`src/memtest_params.svh`:
```
/*
 * Widths and fixed AXI burst geometry for the memory pattern tester.
 * Included by the packages and by every RTL file that needs a width.
 */
`ifndef MEMTEST_PARAMS_SVH
`define MEMTEST_PARAMS_SVH

// datapath and address widths
`define MT_DATA_W       64
`define MT_ADDR_W       32

// burst geometry, beats cut down from 256 for simulation
`define MT_BEATS        16
`define MT_AXLEN        (`MT_BEATS - 1)
`define MT_AXSIZE       3
`define MT_BEAT_BYTES   8
`define MT_BURST_BYTES  (`MT_BEATS * `MT_BEAT_BYTES)

// command field widths
`define MT_BLK_W        8
`define MT_START_W      20

// fixed AXI fields, INCR bursts and full strobes
`define MT_ID           0
`define MT_BURST_INCR   1
`define MT_WSTRB        {(`MT_DATA_W / 8){1'b1}}

`endif

```
`src/memtest_pkg.sv`:
```
/*
 * Types for the tester itself: pattern opcodes, controller states,
 * the run setup and the reported result.
 */
`include "memtest_params.svh"

package memtest_pkg;

   ////////////////////////////////////////////////////
   // opcodes and states
   ////////////////////////////////////////////////////

   // data pattern written and checked
   typedef enum logic [1:0] {
      PAT_INC,
      PAT_DEC,
      PAT_A,
      PAT_5
   } mt_pattern_e;

   // one controller covers all channels, only one is active at a time
   typedef enum logic [2:0] {
      ST_IDLE,
      ST_WR_ADDR,
      ST_WR_DATA,
      ST_WR_RESP,
      ST_RD_ADDR,
      ST_RD_DATA,
      ST_DONE
   } mt_state_e;

   ////////////////////////////////////////////////////
   // setup and result
   ////////////////////////////////////////////////////

   // blk_size of 0 means 256 bursts
   typedef struct packed {
      mt_pattern_e              pattern;
      logic [`MT_START_W-1:0]   start;
      logic [`MT_BLK_W-1:0]     blk_size;
   } mt_cfg_t;

   typedef struct packed {
      logic                     init_done;
      logic                     test_done;
      logic                     test_err;
      logic [`MT_ADDR_W-1:0]    err_loc;
   } mt_status_t;

endpackage

```
`src/axi_pkg.sv`:
```
/*
 * AXI channel bundles used by the master. Fixed fields (len, size,
 * burst, ids, strobes) live in the params header, not here.
 */
`include "memtest_params.svh"

package axi_pkg;

   ////////////////////////////////////////////////////
   // request side
   ////////////////////////////////////////////////////

   // shared by AW and AR
   typedef struct packed {
      logic                     valid;
      logic [`MT_ADDR_W-1:0]    addr;
   } axi_addr_t;

   typedef struct packed {
      logic                     valid;
      logic [`MT_DATA_W-1:0]    data;
      logic                     last;
   } axi_w_t;

   ////////////////////////////////////////////////////
   // return side
   ////////////////////////////////////////////////////

   // rresp and rid are not used
   typedef struct packed {
      logic                     valid;
      logic [`MT_DATA_W-1:0]    data;
      logic                     last;
   } axi_r_t;

endpackage

```
`src/burst_counter.sv`:
```
/*
 * Beat and burst counters plus the running burst address.
 * Loaded at the start of a run, stepped by the controller on handshakes.
 */
`include "memtest_params.svh"

module burst_counter import memtest_pkg::*;
(
   input  logic                  clk_i,
   input  logic                  resetn_i,
   input  logic                  load_i,
   input  logic                  beat_step_i,
   input  logic                  burst_step_i,
   input  mt_cfg_t               cfg_i,
   output logic                  last_beat_o,
   output logic                  last_burst_o,
   output logic [`MT_ADDR_W-1:0] burst_addr_o,
   output logic [`MT_ADDR_W-1:0] beat_addr_o
);

   localparam int BEAT_W = $clog2(`MT_BEATS);
   localparam logic [`MT_ADDR_W-1:0] BURST_BYTES = `MT_BURST_BYTES;
   localparam logic [`MT_ADDR_W-1:0] BEAT_BYTES  = `MT_BEAT_BYTES;

   logic [BEAT_W-1:0]     beat_cnt_q;
   logic [`MT_BLK_W-1:0]  burst_cnt_q;
   logic [`MT_BLK_W-1:0]  burst_max;
   logic [`MT_ADDR_W-1:0] addr_q;

   // size 0 wraps to all ones, i.e. 256 bursts
   assign burst_max = cfg_i.blk_size - 1'b1;

   always_ff @(posedge clk_i or negedge resetn_i)
   begin
      if (!resetn_i)
      begin
         beat_cnt_q  <= '0;
         burst_cnt_q <= '0;
         addr_q      <= '0;
      end
      else if (load_i)
      begin
         beat_cnt_q  <= '0;
         burst_cnt_q <= '0;
         // burst aligned start
         addr_q      <= `MT_ADDR_W'(cfg_i.start) * BURST_BYTES;
      end
      else
      begin
         // beat count wraps by itself at the end of a burst
         if (beat_step_i)
            beat_cnt_q <= beat_cnt_q + 1'b1;
         if (burst_step_i)
         begin
            burst_cnt_q <= burst_cnt_q + 1'b1;
            addr_q      <= addr_q + BURST_BYTES;
         end
      end
   end

   assign last_beat_o  = (beat_cnt_q == BEAT_W'(`MT_BEATS - 1));
   assign last_burst_o = (burst_cnt_q == burst_max);
   assign burst_addr_o = addr_q;
   // byte address of the beat now on the bus
   assign beat_addr_o  = addr_q + `MT_ADDR_W'(beat_cnt_q) * BEAT_BYTES;

endmodule

```
`src/pattern_gen.sv`:
```
/*
 * Pattern word for the current beat. Seeded from the start index at the
 * start of a run and stepped once per accepted beat, for writes and reads alike.
 */
`include "memtest_params.svh"

module pattern_gen import memtest_pkg::*;
(
   input  logic                  clk_i,
   input  logic                  resetn_i,
   input  logic                  load_i,
   input  logic                  step_i,
   input  mt_cfg_t               cfg_i,
   output logic [`MT_DATA_W-1:0] word_o
);

   localparam int HALF_W = `MT_DATA_W / 2;

   logic [HALF_W-1:0] upper_q;
   logic [HALF_W-1:0] lower_q;
   logic [HALF_W-1:0] base;

   // start index shifted by 8, kept to 28 bits
   // gives unique data per start block
   assign base = HALF_W'({4'h0, cfg_i.start, 8'h00});

   always_ff @(posedge clk_i or negedge resetn_i)
   begin
      if (!resetn_i)
      begin
         upper_q <= '0;
         lower_q <= '0;
      end
      else if (load_i)
      begin
         case (cfg_i.pattern)
            PAT_INC:
            begin
               upper_q <= base - HALF_W'(1);
               lower_q <= base - HALF_W'(2);
            end
            PAT_DEC:
            begin
               upper_q <= base + HALF_W'('h101);
               lower_q <= base + HALF_W'('h102);
            end
            PAT_A:
            begin
               upper_q <= {(HALF_W / 4){4'hA}};
               lower_q <= {(HALF_W / 4){4'hA}};
            end
            default:
            begin
               upper_q <= {(HALF_W / 4){4'h5}};
               lower_q <= {(HALF_W / 4){4'h5}};
            end
         endcase
      end
      else if (step_i)
      begin
         // constant patterns simply hold
         if (cfg_i.pattern == PAT_INC)
         begin
            upper_q <= upper_q + HALF_W'(2);
            lower_q <= lower_q + HALF_W'(2);
         end
         else if (cfg_i.pattern == PAT_DEC)
         begin
            upper_q <= upper_q - HALF_W'(2);
            lower_q <= lower_q - HALF_W'(2);
         end
      end
   end

   assign word_o = {upper_q, lower_q};

endmodule

```
`src/read_checker.sv`:
```
/*
 * Compares returned read beats with the expected pattern word.
 * Keeps a sticky error flag and the byte address of the first bad beat.
 */
`include "memtest_params.svh"

module read_checker
(
   input  logic                  clk_i,
   input  logic                  resetn_i,
   input  logic                  start_i,
   input  logic                  beat_i,
   input  logic [`MT_DATA_W-1:0] rdata_i,
   input  logic [`MT_DATA_W-1:0] expect_i,
   input  logic [`MT_ADDR_W-1:0] beat_addr_i,
   output logic                  err_o,
   output logic [`MT_ADDR_W-1:0] err_loc_o
);

   logic                  err_q;
   logic [`MT_ADDR_W-1:0] err_loc_q;
   logic                  mismatch;

   ////////////////////////////////////////////////////
   // compare
   ////////////////////////////////////////////////////

   // only the first bad beat counts
   assign mismatch = beat_i && !err_q && (rdata_i != expect_i);

   ////////////////////////////////////////////////////
   // error state
   ////////////////////////////////////////////////////

   always_ff @(posedge clk_i or negedge resetn_i)
   begin
      if (!resetn_i)
      begin
         err_q     <= 1'b0;
         err_loc_q <= '0;
      end
      else if (start_i)
      begin
         // new test run, drop old result
         err_q     <= 1'b0;
         err_loc_q <= '0;
      end
      else if (mismatch)
      begin
         err_q     <= 1'b1;
         err_loc_q <= beat_addr_i;
      end
   end

   // both held until the next test command
   assign err_o     = err_q;
   assign err_loc_o = err_loc_q;

endmodule

```
`src/memtest_ctrl.sv`:
```
/*
 * Run controller. Walks through address, data and response phases for
 * every burst of an init or test run and raises the counter steps on handshakes.
 */
`include "memtest_params.svh"

module memtest_ctrl import memtest_pkg::*, axi_pkg::*;
(
   input  logic                  clk_i,
   input  logic                  resetn_i,
   input  logic                  mem_init_i,
   input  logic                  mem_test_i,
   input  logic                  bvalid_i,
   input  logic                  awready_i,
   input  logic                  wready_i,
   input  logic                  arready_i,
   input  logic                  r_valid_i,
   input  logic                  r_last_i,
   input  logic                  last_beat_i,
   input  logic                  last_burst_i,
   input  logic                  err_i,
   input  logic [`MT_ADDR_W-1:0] burst_addr_i,
   input  logic [`MT_DATA_W-1:0] word_i,
   output axi_addr_t             aw_o,
   output axi_addr_t             ar_o,
   output axi_w_t                w_o,
   output logic                  rready_o,
   output logic                  cnt_load_o,
   output logic                  beat_step_o,
   output logic                  burst_step_o,
   output logic                  pat_load_o,
   output logic                  pat_step_o,
   output logic                  chk_start_o,
   output logic                  chk_beat_o,
   output logic                  init_done_o,
   output logic                  test_done_o
);

   mt_state_e state_q;
   mt_state_e state_d;
   // set for a test run, clear for init
   logic      test_q;
   logic      test_d;
   logic      start_init;
   logic      start_test;
   logic      w_hs;
   logic      r_hs;

   ////////////////////////////////////////////////////
   // state machine
   ////////////////////////////////////////////////////

   always_comb
   begin
      state_d = state_q;
      test_d  = test_q;
      case (state_q)
         ST_IDLE:
         begin
            // init wins over test
            if (mem_init_i)
            begin
               state_d = ST_WR_ADDR;
               test_d  = 1'b0;
            end
            else if (mem_test_i)
            begin
               state_d = ST_RD_ADDR;
               test_d  = 1'b1;
            end
         end
         ST_WR_ADDR:
            if (awready_i)
               state_d = ST_WR_DATA;
         ST_WR_DATA:
            if (wready_i && last_beat_i)
               state_d = ST_WR_RESP;
         // bresp is not looked at
         ST_WR_RESP:
            if (bvalid_i)
               state_d = last_burst_i ? ST_DONE : ST_WR_ADDR;
         ST_RD_ADDR:
         begin
            // error seen on the last beat of the previous burst
            if (err_i)
               state_d = ST_DONE;
            else if (arready_i)
               state_d = ST_RD_DATA;
         end
         ST_RD_DATA:
            if (r_valid_i && r_last_i)
               state_d = (last_burst_i || err_i) ? ST_DONE : ST_RD_ADDR;
         ST_DONE:
            state_d = ST_IDLE;
         default:
            state_d = ST_IDLE;
      endcase
   end

   always_ff @(posedge clk_i or negedge resetn_i)
   begin
      if (!resetn_i)
      begin
         state_q <= ST_IDLE;
         test_q  <= 1'b0;
      end
      else
      begin
         state_q <= state_d;
         test_q  <= test_d;
      end
   end

   ////////////////////////////////////////////////////
   // AXI side
   ////////////////////////////////////////////////////

   // payload comes from registers that only move on handshakes
   assign aw_o = '{valid: (state_q == ST_WR_ADDR), addr: burst_addr_i};
   assign w_o  = '{valid: (state_q == ST_WR_DATA),
                   data:  word_i,
                   last:  (state_q == ST_WR_DATA) && last_beat_i};
   // err_i cannot change while waiting here, so valid stays up once raised
   assign ar_o = '{valid: (state_q == ST_RD_ADDR) && !err_i, addr: burst_addr_i};
   assign rready_o = (state_q == ST_RD_DATA);

   assign w_hs = w_o.valid && wready_i;
   assign r_hs = rready_o && r_valid_i;

   ////////////////////////////////////////////////////
   // datapath controls
   ////////////////////////////////////////////////////

   assign start_init = (state_q == ST_IDLE) && mem_init_i;
   assign start_test = (state_q == ST_IDLE) && !mem_init_i && mem_test_i;

   assign cnt_load_o  = start_init || start_test;
   assign pat_load_o  = start_init || start_test;
   assign chk_start_o = start_test;

   // no step under back-pressure
   assign beat_step_o = w_hs || r_hs;
   assign pat_step_o  = w_hs || r_hs;
   assign chk_beat_o  = r_hs;

   // next burst only when another one follows
   assign burst_step_o = ((state_q == ST_WR_RESP) && bvalid_i && !last_burst_i) ||
                         (r_hs && r_last_i && !last_burst_i && !err_i);

   // one cycle done pulses
   assign init_done_o = (state_q == ST_DONE) && !test_q;
   assign test_done_o = (state_q == ST_DONE) && test_q;

endmodule

```
`src/memtest_top.sv`:
```
/*
 * Memory pattern generator and checker, an AXI master with one burst
 * in flight. Strobe mem_init_i to fill a block, mem_test_i to check it.
 */
`include "memtest_params.svh"

module memtest_top import memtest_pkg::*, axi_pkg::*;
(
   input  logic       clk_i,
   input  logic       resetn_i,
   input  mt_cfg_t    cfg_i,
   input  logic       mem_init_i,
   input  logic       mem_test_i,
   // write side
   output axi_addr_t  aw_o,
   input  logic       awready_i,
   output axi_w_t     w_o,
   input  logic       wready_i,
   input  logic       bvalid_i,
   // read side
   output axi_addr_t  ar_o,
   input  logic       arready_i,
   input  axi_r_t     r_i,
   output logic       rready_o,
   output mt_status_t status_o
);

   logic                  cnt_load;
   logic                  beat_step;
   logic                  burst_step;
   logic                  pat_load;
   logic                  pat_step;
   logic                  chk_start;
   logic                  chk_beat;
   logic                  last_beat;
   logic                  last_burst;
   logic                  err;
   logic                  init_done;
   logic                  test_done;
   logic [`MT_ADDR_W-1:0] burst_addr;
   logic [`MT_ADDR_W-1:0] beat_addr;
   logic [`MT_ADDR_W-1:0] err_loc;
   logic [`MT_DATA_W-1:0] word;

   ////////////////////////////////////////////////////
   // controller
   ////////////////////////////////////////////////////

   memtest_ctrl u_ctrl (
      .clk_i        (clk_i),
      .resetn_i     (resetn_i),
      .mem_init_i   (mem_init_i),
      .mem_test_i   (mem_test_i),
      .bvalid_i     (bvalid_i),
      .awready_i    (awready_i),
      .wready_i     (wready_i),
      .arready_i    (arready_i),
      .r_valid_i    (r_i.valid),
      .r_last_i     (r_i.last),
      .last_beat_i  (last_beat),
      .last_burst_i (last_burst),
      .err_i        (err),
      .burst_addr_i (burst_addr),
      .word_i       (word),
      .aw_o         (aw_o),
      .ar_o         (ar_o),
      .w_o          (w_o),
      .rready_o     (rready_o),
      .cnt_load_o   (cnt_load),
      .beat_step_o  (beat_step),
      .burst_step_o (burst_step),
      .pat_load_o   (pat_load),
      .pat_step_o   (pat_step),
      .chk_start_o  (chk_start),
      .chk_beat_o   (chk_beat),
      .init_done_o  (init_done),
      .test_done_o  (test_done)
   );

   ////////////////////////////////////////////////////
   // datapath
   ////////////////////////////////////////////////////

   burst_counter u_cnt (
      .clk_i        (clk_i),
      .resetn_i     (resetn_i),
      .load_i       (cnt_load),
      .beat_step_i  (beat_step),
      .burst_step_i (burst_step),
      .cfg_i        (cfg_i),
      .last_beat_o  (last_beat),
      .last_burst_o (last_burst),
      .burst_addr_o (burst_addr),
      .beat_addr_o  (beat_addr)
   );

   // same generator feeds write data and read expectation
   pattern_gen u_pat (
      .clk_i    (clk_i),
      .resetn_i (resetn_i),
      .load_i   (pat_load),
      .step_i   (pat_step),
      .cfg_i    (cfg_i),
      .word_o   (word)
   );

   read_checker u_chk (
      .clk_i       (clk_i),
      .resetn_i    (resetn_i),
      .start_i     (chk_start),
      .beat_i      (chk_beat),
      .rdata_i     (r_i.data),
      .expect_i    (word),
      .beat_addr_i (beat_addr),
      .err_o       (err),
      .err_loc_o   (err_loc)
   );

   assign status_o = '{init_done: init_done,
                       test_done: test_done,
                       test_err:  err,
                       err_loc:   err_loc};

endmodule

```
`config.mk`:
```
export PLATFORM = sky130hd
export DESIGN_NAME = memtest_top
export DESIGN_NICKNAME = d
export VERILOG_FILES = /design/src/memtest_pkg.sv /design/src/axi_pkg.sv /design/src/burst_counter.sv /design/src/pattern_gen.sv /design/src/read_checker.sv /design/src/memtest_ctrl.sv /design/src/memtest_top.sv
export VERILOG_INCLUDE_DIRS = /design/src
export SDC_FILE = /design/constraint.sdc
export NUM_CORES = 1
export LEC_CHECK = 0
export ABC_AREA = 1
export ABC_CLOCK_PERIOD_IN_PS = 2100
export BUFFER_PORTS_ARGS = -buffer_cell sky130_fd_sc_hd__buf_2
export CORE_MARGIN = 2
export CORE_UTILIZATION = 39
export DETAILED_ROUTE_END_ITERATION = 16
export PLACE_DENSITY = 0.68
export SLEW_MARGIN = 20
export SYNTH_ARGS = -nofsm -noshare
export SYNTH_HDL_FRONTEND = slang
export SYNTH_SLANG_ARGS = --single-unit
```
`constraint.sdc`:
```
create_clock -name clk_i -period 2.1 [get_ports clk_i]
set_input_delay 0.21 -clock clk_i [delete_from_list [all_inputs] [get_ports clk_i]]
set_output_delay 0.21 -clock clk_i [all_outputs]
set_load 0.02 [all_outputs]
```
==> flow_summary.yaml <==
outcome:
  status: "finished clean"
floorplanning:
  io_pins: 272
  chipHeight_um: 194
  chipWidth_um: 194
  coreArea_um2: 35600
  rows: 69
  initial_core_util_pct: 39.6
  die_area_um2: 37700
yosys:
  synth_edf_count: 0
  yosysMostFrequentCell: "nand2_1"
  yosysSeqAreaShare_pct: 24.0
  async_flop_share_pct: 100
  synth_commonest_cells: "nand2_1 (768), inv_1 (319), nand3_1 (281), nor2_1 (276), dfrtp_1 (135)"
  synth_seq_cells: 135
  postSynthCellCount: 2371
  synth.avg_cell_area_um2: 5.94
  yosys-top-cells-area: "dfrtp_1 (24%), nand2_1 (20%), nand3_1 (10%)"
  syn_area_um2: 14100
  synthFlopType: "dfrtp_1"
  yosysTopAreaCellShare_pct: 24.0
  synth_largest_area_cell: "dfrtp_1"
  yosys_warnings: 0
  ys_types: 48
setup_path:
  worst_setup_path_start_kind: "register"
  arrival_ns: 2.40
  endpoint_kind: "register"
  critPathMaxFanout: 4
  r2r_cells: 9
  setup.worst_path.class: "register to register"
  worstPathRequired_ns: 2.48
routing:
  routed-via-count: 16400
  ant_nets: 0
  wire_per_inst_um: 16.1
  routed_wl_mm: 52.3
  firstDrtPassIters: 5
  viasPerCell: 5.04
  drc_errors: 0
  drtIter0Drc: 880
grt:
  grt_pass1_vias: 15600
  grt_usage_pct: 27.1
  grt_overflow: 0
  grt_max_degree: 59
  grt_pass1_wl_mm: 81.6
  antenna_found_initial: 1
final_layout:
  final_nets: 2955
  drive_gt1_share_pct: 24.0
  fillers: 3547
  area_growth_syn_to_layout_pct: 32.1
timing:
  min_period_ns: 2.03
  period_share_pct: 96.5
  rsz0062_at_grt: "true"
  fmax_mhz: 494
  finalClockSkew_ns: 0.0160
  worst_pin_slew_ns: 0.692
  hold_viol: 0
  slew_violations: 0
  slew_headroom_pct: 53.9
  fin_hold_ws_ns: 0.0383
  setup_violations: 0
cts:
  cts_tree: "built"
  clock_sinks: 135
  cts-root-buf: "clkbuf_16"
  cts_buffer_depth: 2
  cts_made_buffers: 17
  htree_levels: 4
  cts.clk_slew.worst_paths_ns: 0.07
  clk_latency_ns: 0.46
pwr:
  power.density_nw_per_um2: 1510
  fin_total_pwr_uw: 28100
  peakVddDrop_v: 0.000890
  p_leak_uw: 0.0102
place:
  place.gp.congestion: 0.951
  portBuffers: 254
  hpwl_mm: 41.9
hold_path:
  hold_path.class: "input pin to register"
  hold_depth: 3
job:
  drv_cap: 0
metrics by stage:
stage	worst slack, ns	util (%)	cell area (um^2)	TNS [ns]	std cells
2_1_floorplan	-0.205	-	14800	-6.66	2387
3_3_place_gp	-0.301	50.0	17800	-10.19	3219
3_5_place_dp	-0.303	50.0	17800	-12.03	3219
4_1_cts	0.0239	51.6	18400	0	3252
5_1_grt	-0.0298	52.3	18600	-0.0835	3255
6_report	0.0738	52.3	18600	0	3256
worst paths after layout:
path	from	end	slack (ns)
max	u_pat.upper_q[19]	u_pat.upper_q[27]	0.07
min	mem_test_i	u_ctrl.test_q	0.04
max reg2reg	u_pat.upper_q[19]	u_pat.upper_q[27]	0.07
min reg2reg	u_chk.err_loc_o[15]	u_chk.err_loc_o[15]	0.49
max in group asynchronous	resetn_i	u_pat.lower_q[17]	1.04
min in group asynchronous	resetn_i	u_chk.err_o	0.34
placed cells by master (no fill, tap or decap), types with 3 or more instances in the layout:
master       n
buf_6        3
o21bai_1     4
or2_2       26
and2_1       4
o21ai_0     66
dfrtp_1    128
a21oi_2      9
nand2_4      5
inv_6        5
buf_2      253
a22oi_1      3
buf_12      14
inv_1      315
nor3_1      24
nor3_2       7
nand3b_1     7
a21oi_1    113
ha_1        22
xnor2_1     23
clkinv_2     4
ha_4        46
nand4_1     26
nor2_1     263
o21ai_1      3
clkbuf_16   18
nand3_1    268
nand2_2     20
nand3_2     12
buf_4      198
dfrtp_2      7
nand2_1    748
conb_1      17
inv_2        8
nor2_2      17
a21o_1       6
xor2_1      63
timing repair:
item                                    CTS  global route
hold buffers                              1             0
cloned                                    0             1
endpoints found under the setup margin   33            67
endpoints found under the hold margin    53             0
pin swaps                                 1             4
gates resized for setup                   5            59
buffers inserted                          0             1
area by class of cell:
class	count	area [um^2]	area share (%)
tap	461	577	3.10
timing repair buffer	470	3100	16.7
antenna	2	5.00	0.0269
inverter	325	1220	6.58
multi-input combinational	1831	9760	52.4
clock buffer	19	443	2.38
sequential	135	3390	18.2
clock inverter	13	119	0.639
state kept, by name (all words and copies together), names as in the netlist:
register,flops
u_chk.err_loc_o,29
u_pat.upper_q,32
u_chk.err_o,1
u_cnt.burst_cnt_q,8
u_ctrl.test_q,1
u_pat.lower_q,32
u_cnt.beat_cnt_q,4
u_ctrl.state_q,3
u_cnt.burst_addr_o,25
report_power, final:
group	total [uW]	internal (uW)	switching, uW
combinational	19700	8070	11600
sequential	5390	3710	1670
clock	3020	1670	1350
critical path, cell delays in order (launching register included):
cell and delay (ns):
dfrtp_1 0.52, ha_4 0.35, nand2_1 0.09, nor2_1 0.18, nand2_1 0.18, nor3_2 0.16, nand2_1 0.13, nand3_1 0.11
nand3_1 0.07, a21oi_1 0.16
per-layer routing:
layer  up-vias  global-route usage (%)  part of all wire [%]
met5         -                       0                     0
met4         0                    10.8                   3.6
met3        93                    4.49                   6.4
met2       586                    46.7                    48
li1       8249                       -                     -
met1      7478                    33.6                    42
cells by family (layout without fill, tap and decap cells):
family | count (synthesis) | in the layout | share of synthesized area, %
flops | 135 | 135 | 24.0
xor+xnor | 86 | 86 | 5.35
other cells | 1 | 19 | 0.0266
buf+inv | 421 | 827 | 13.1
compound gates | 215 | 215 | 8.13
simple gates | 1442 | 1442 | 43.0
fa+ha+maj | 71 | 71 | 6.41
Power figures use the tool's default switching activity.
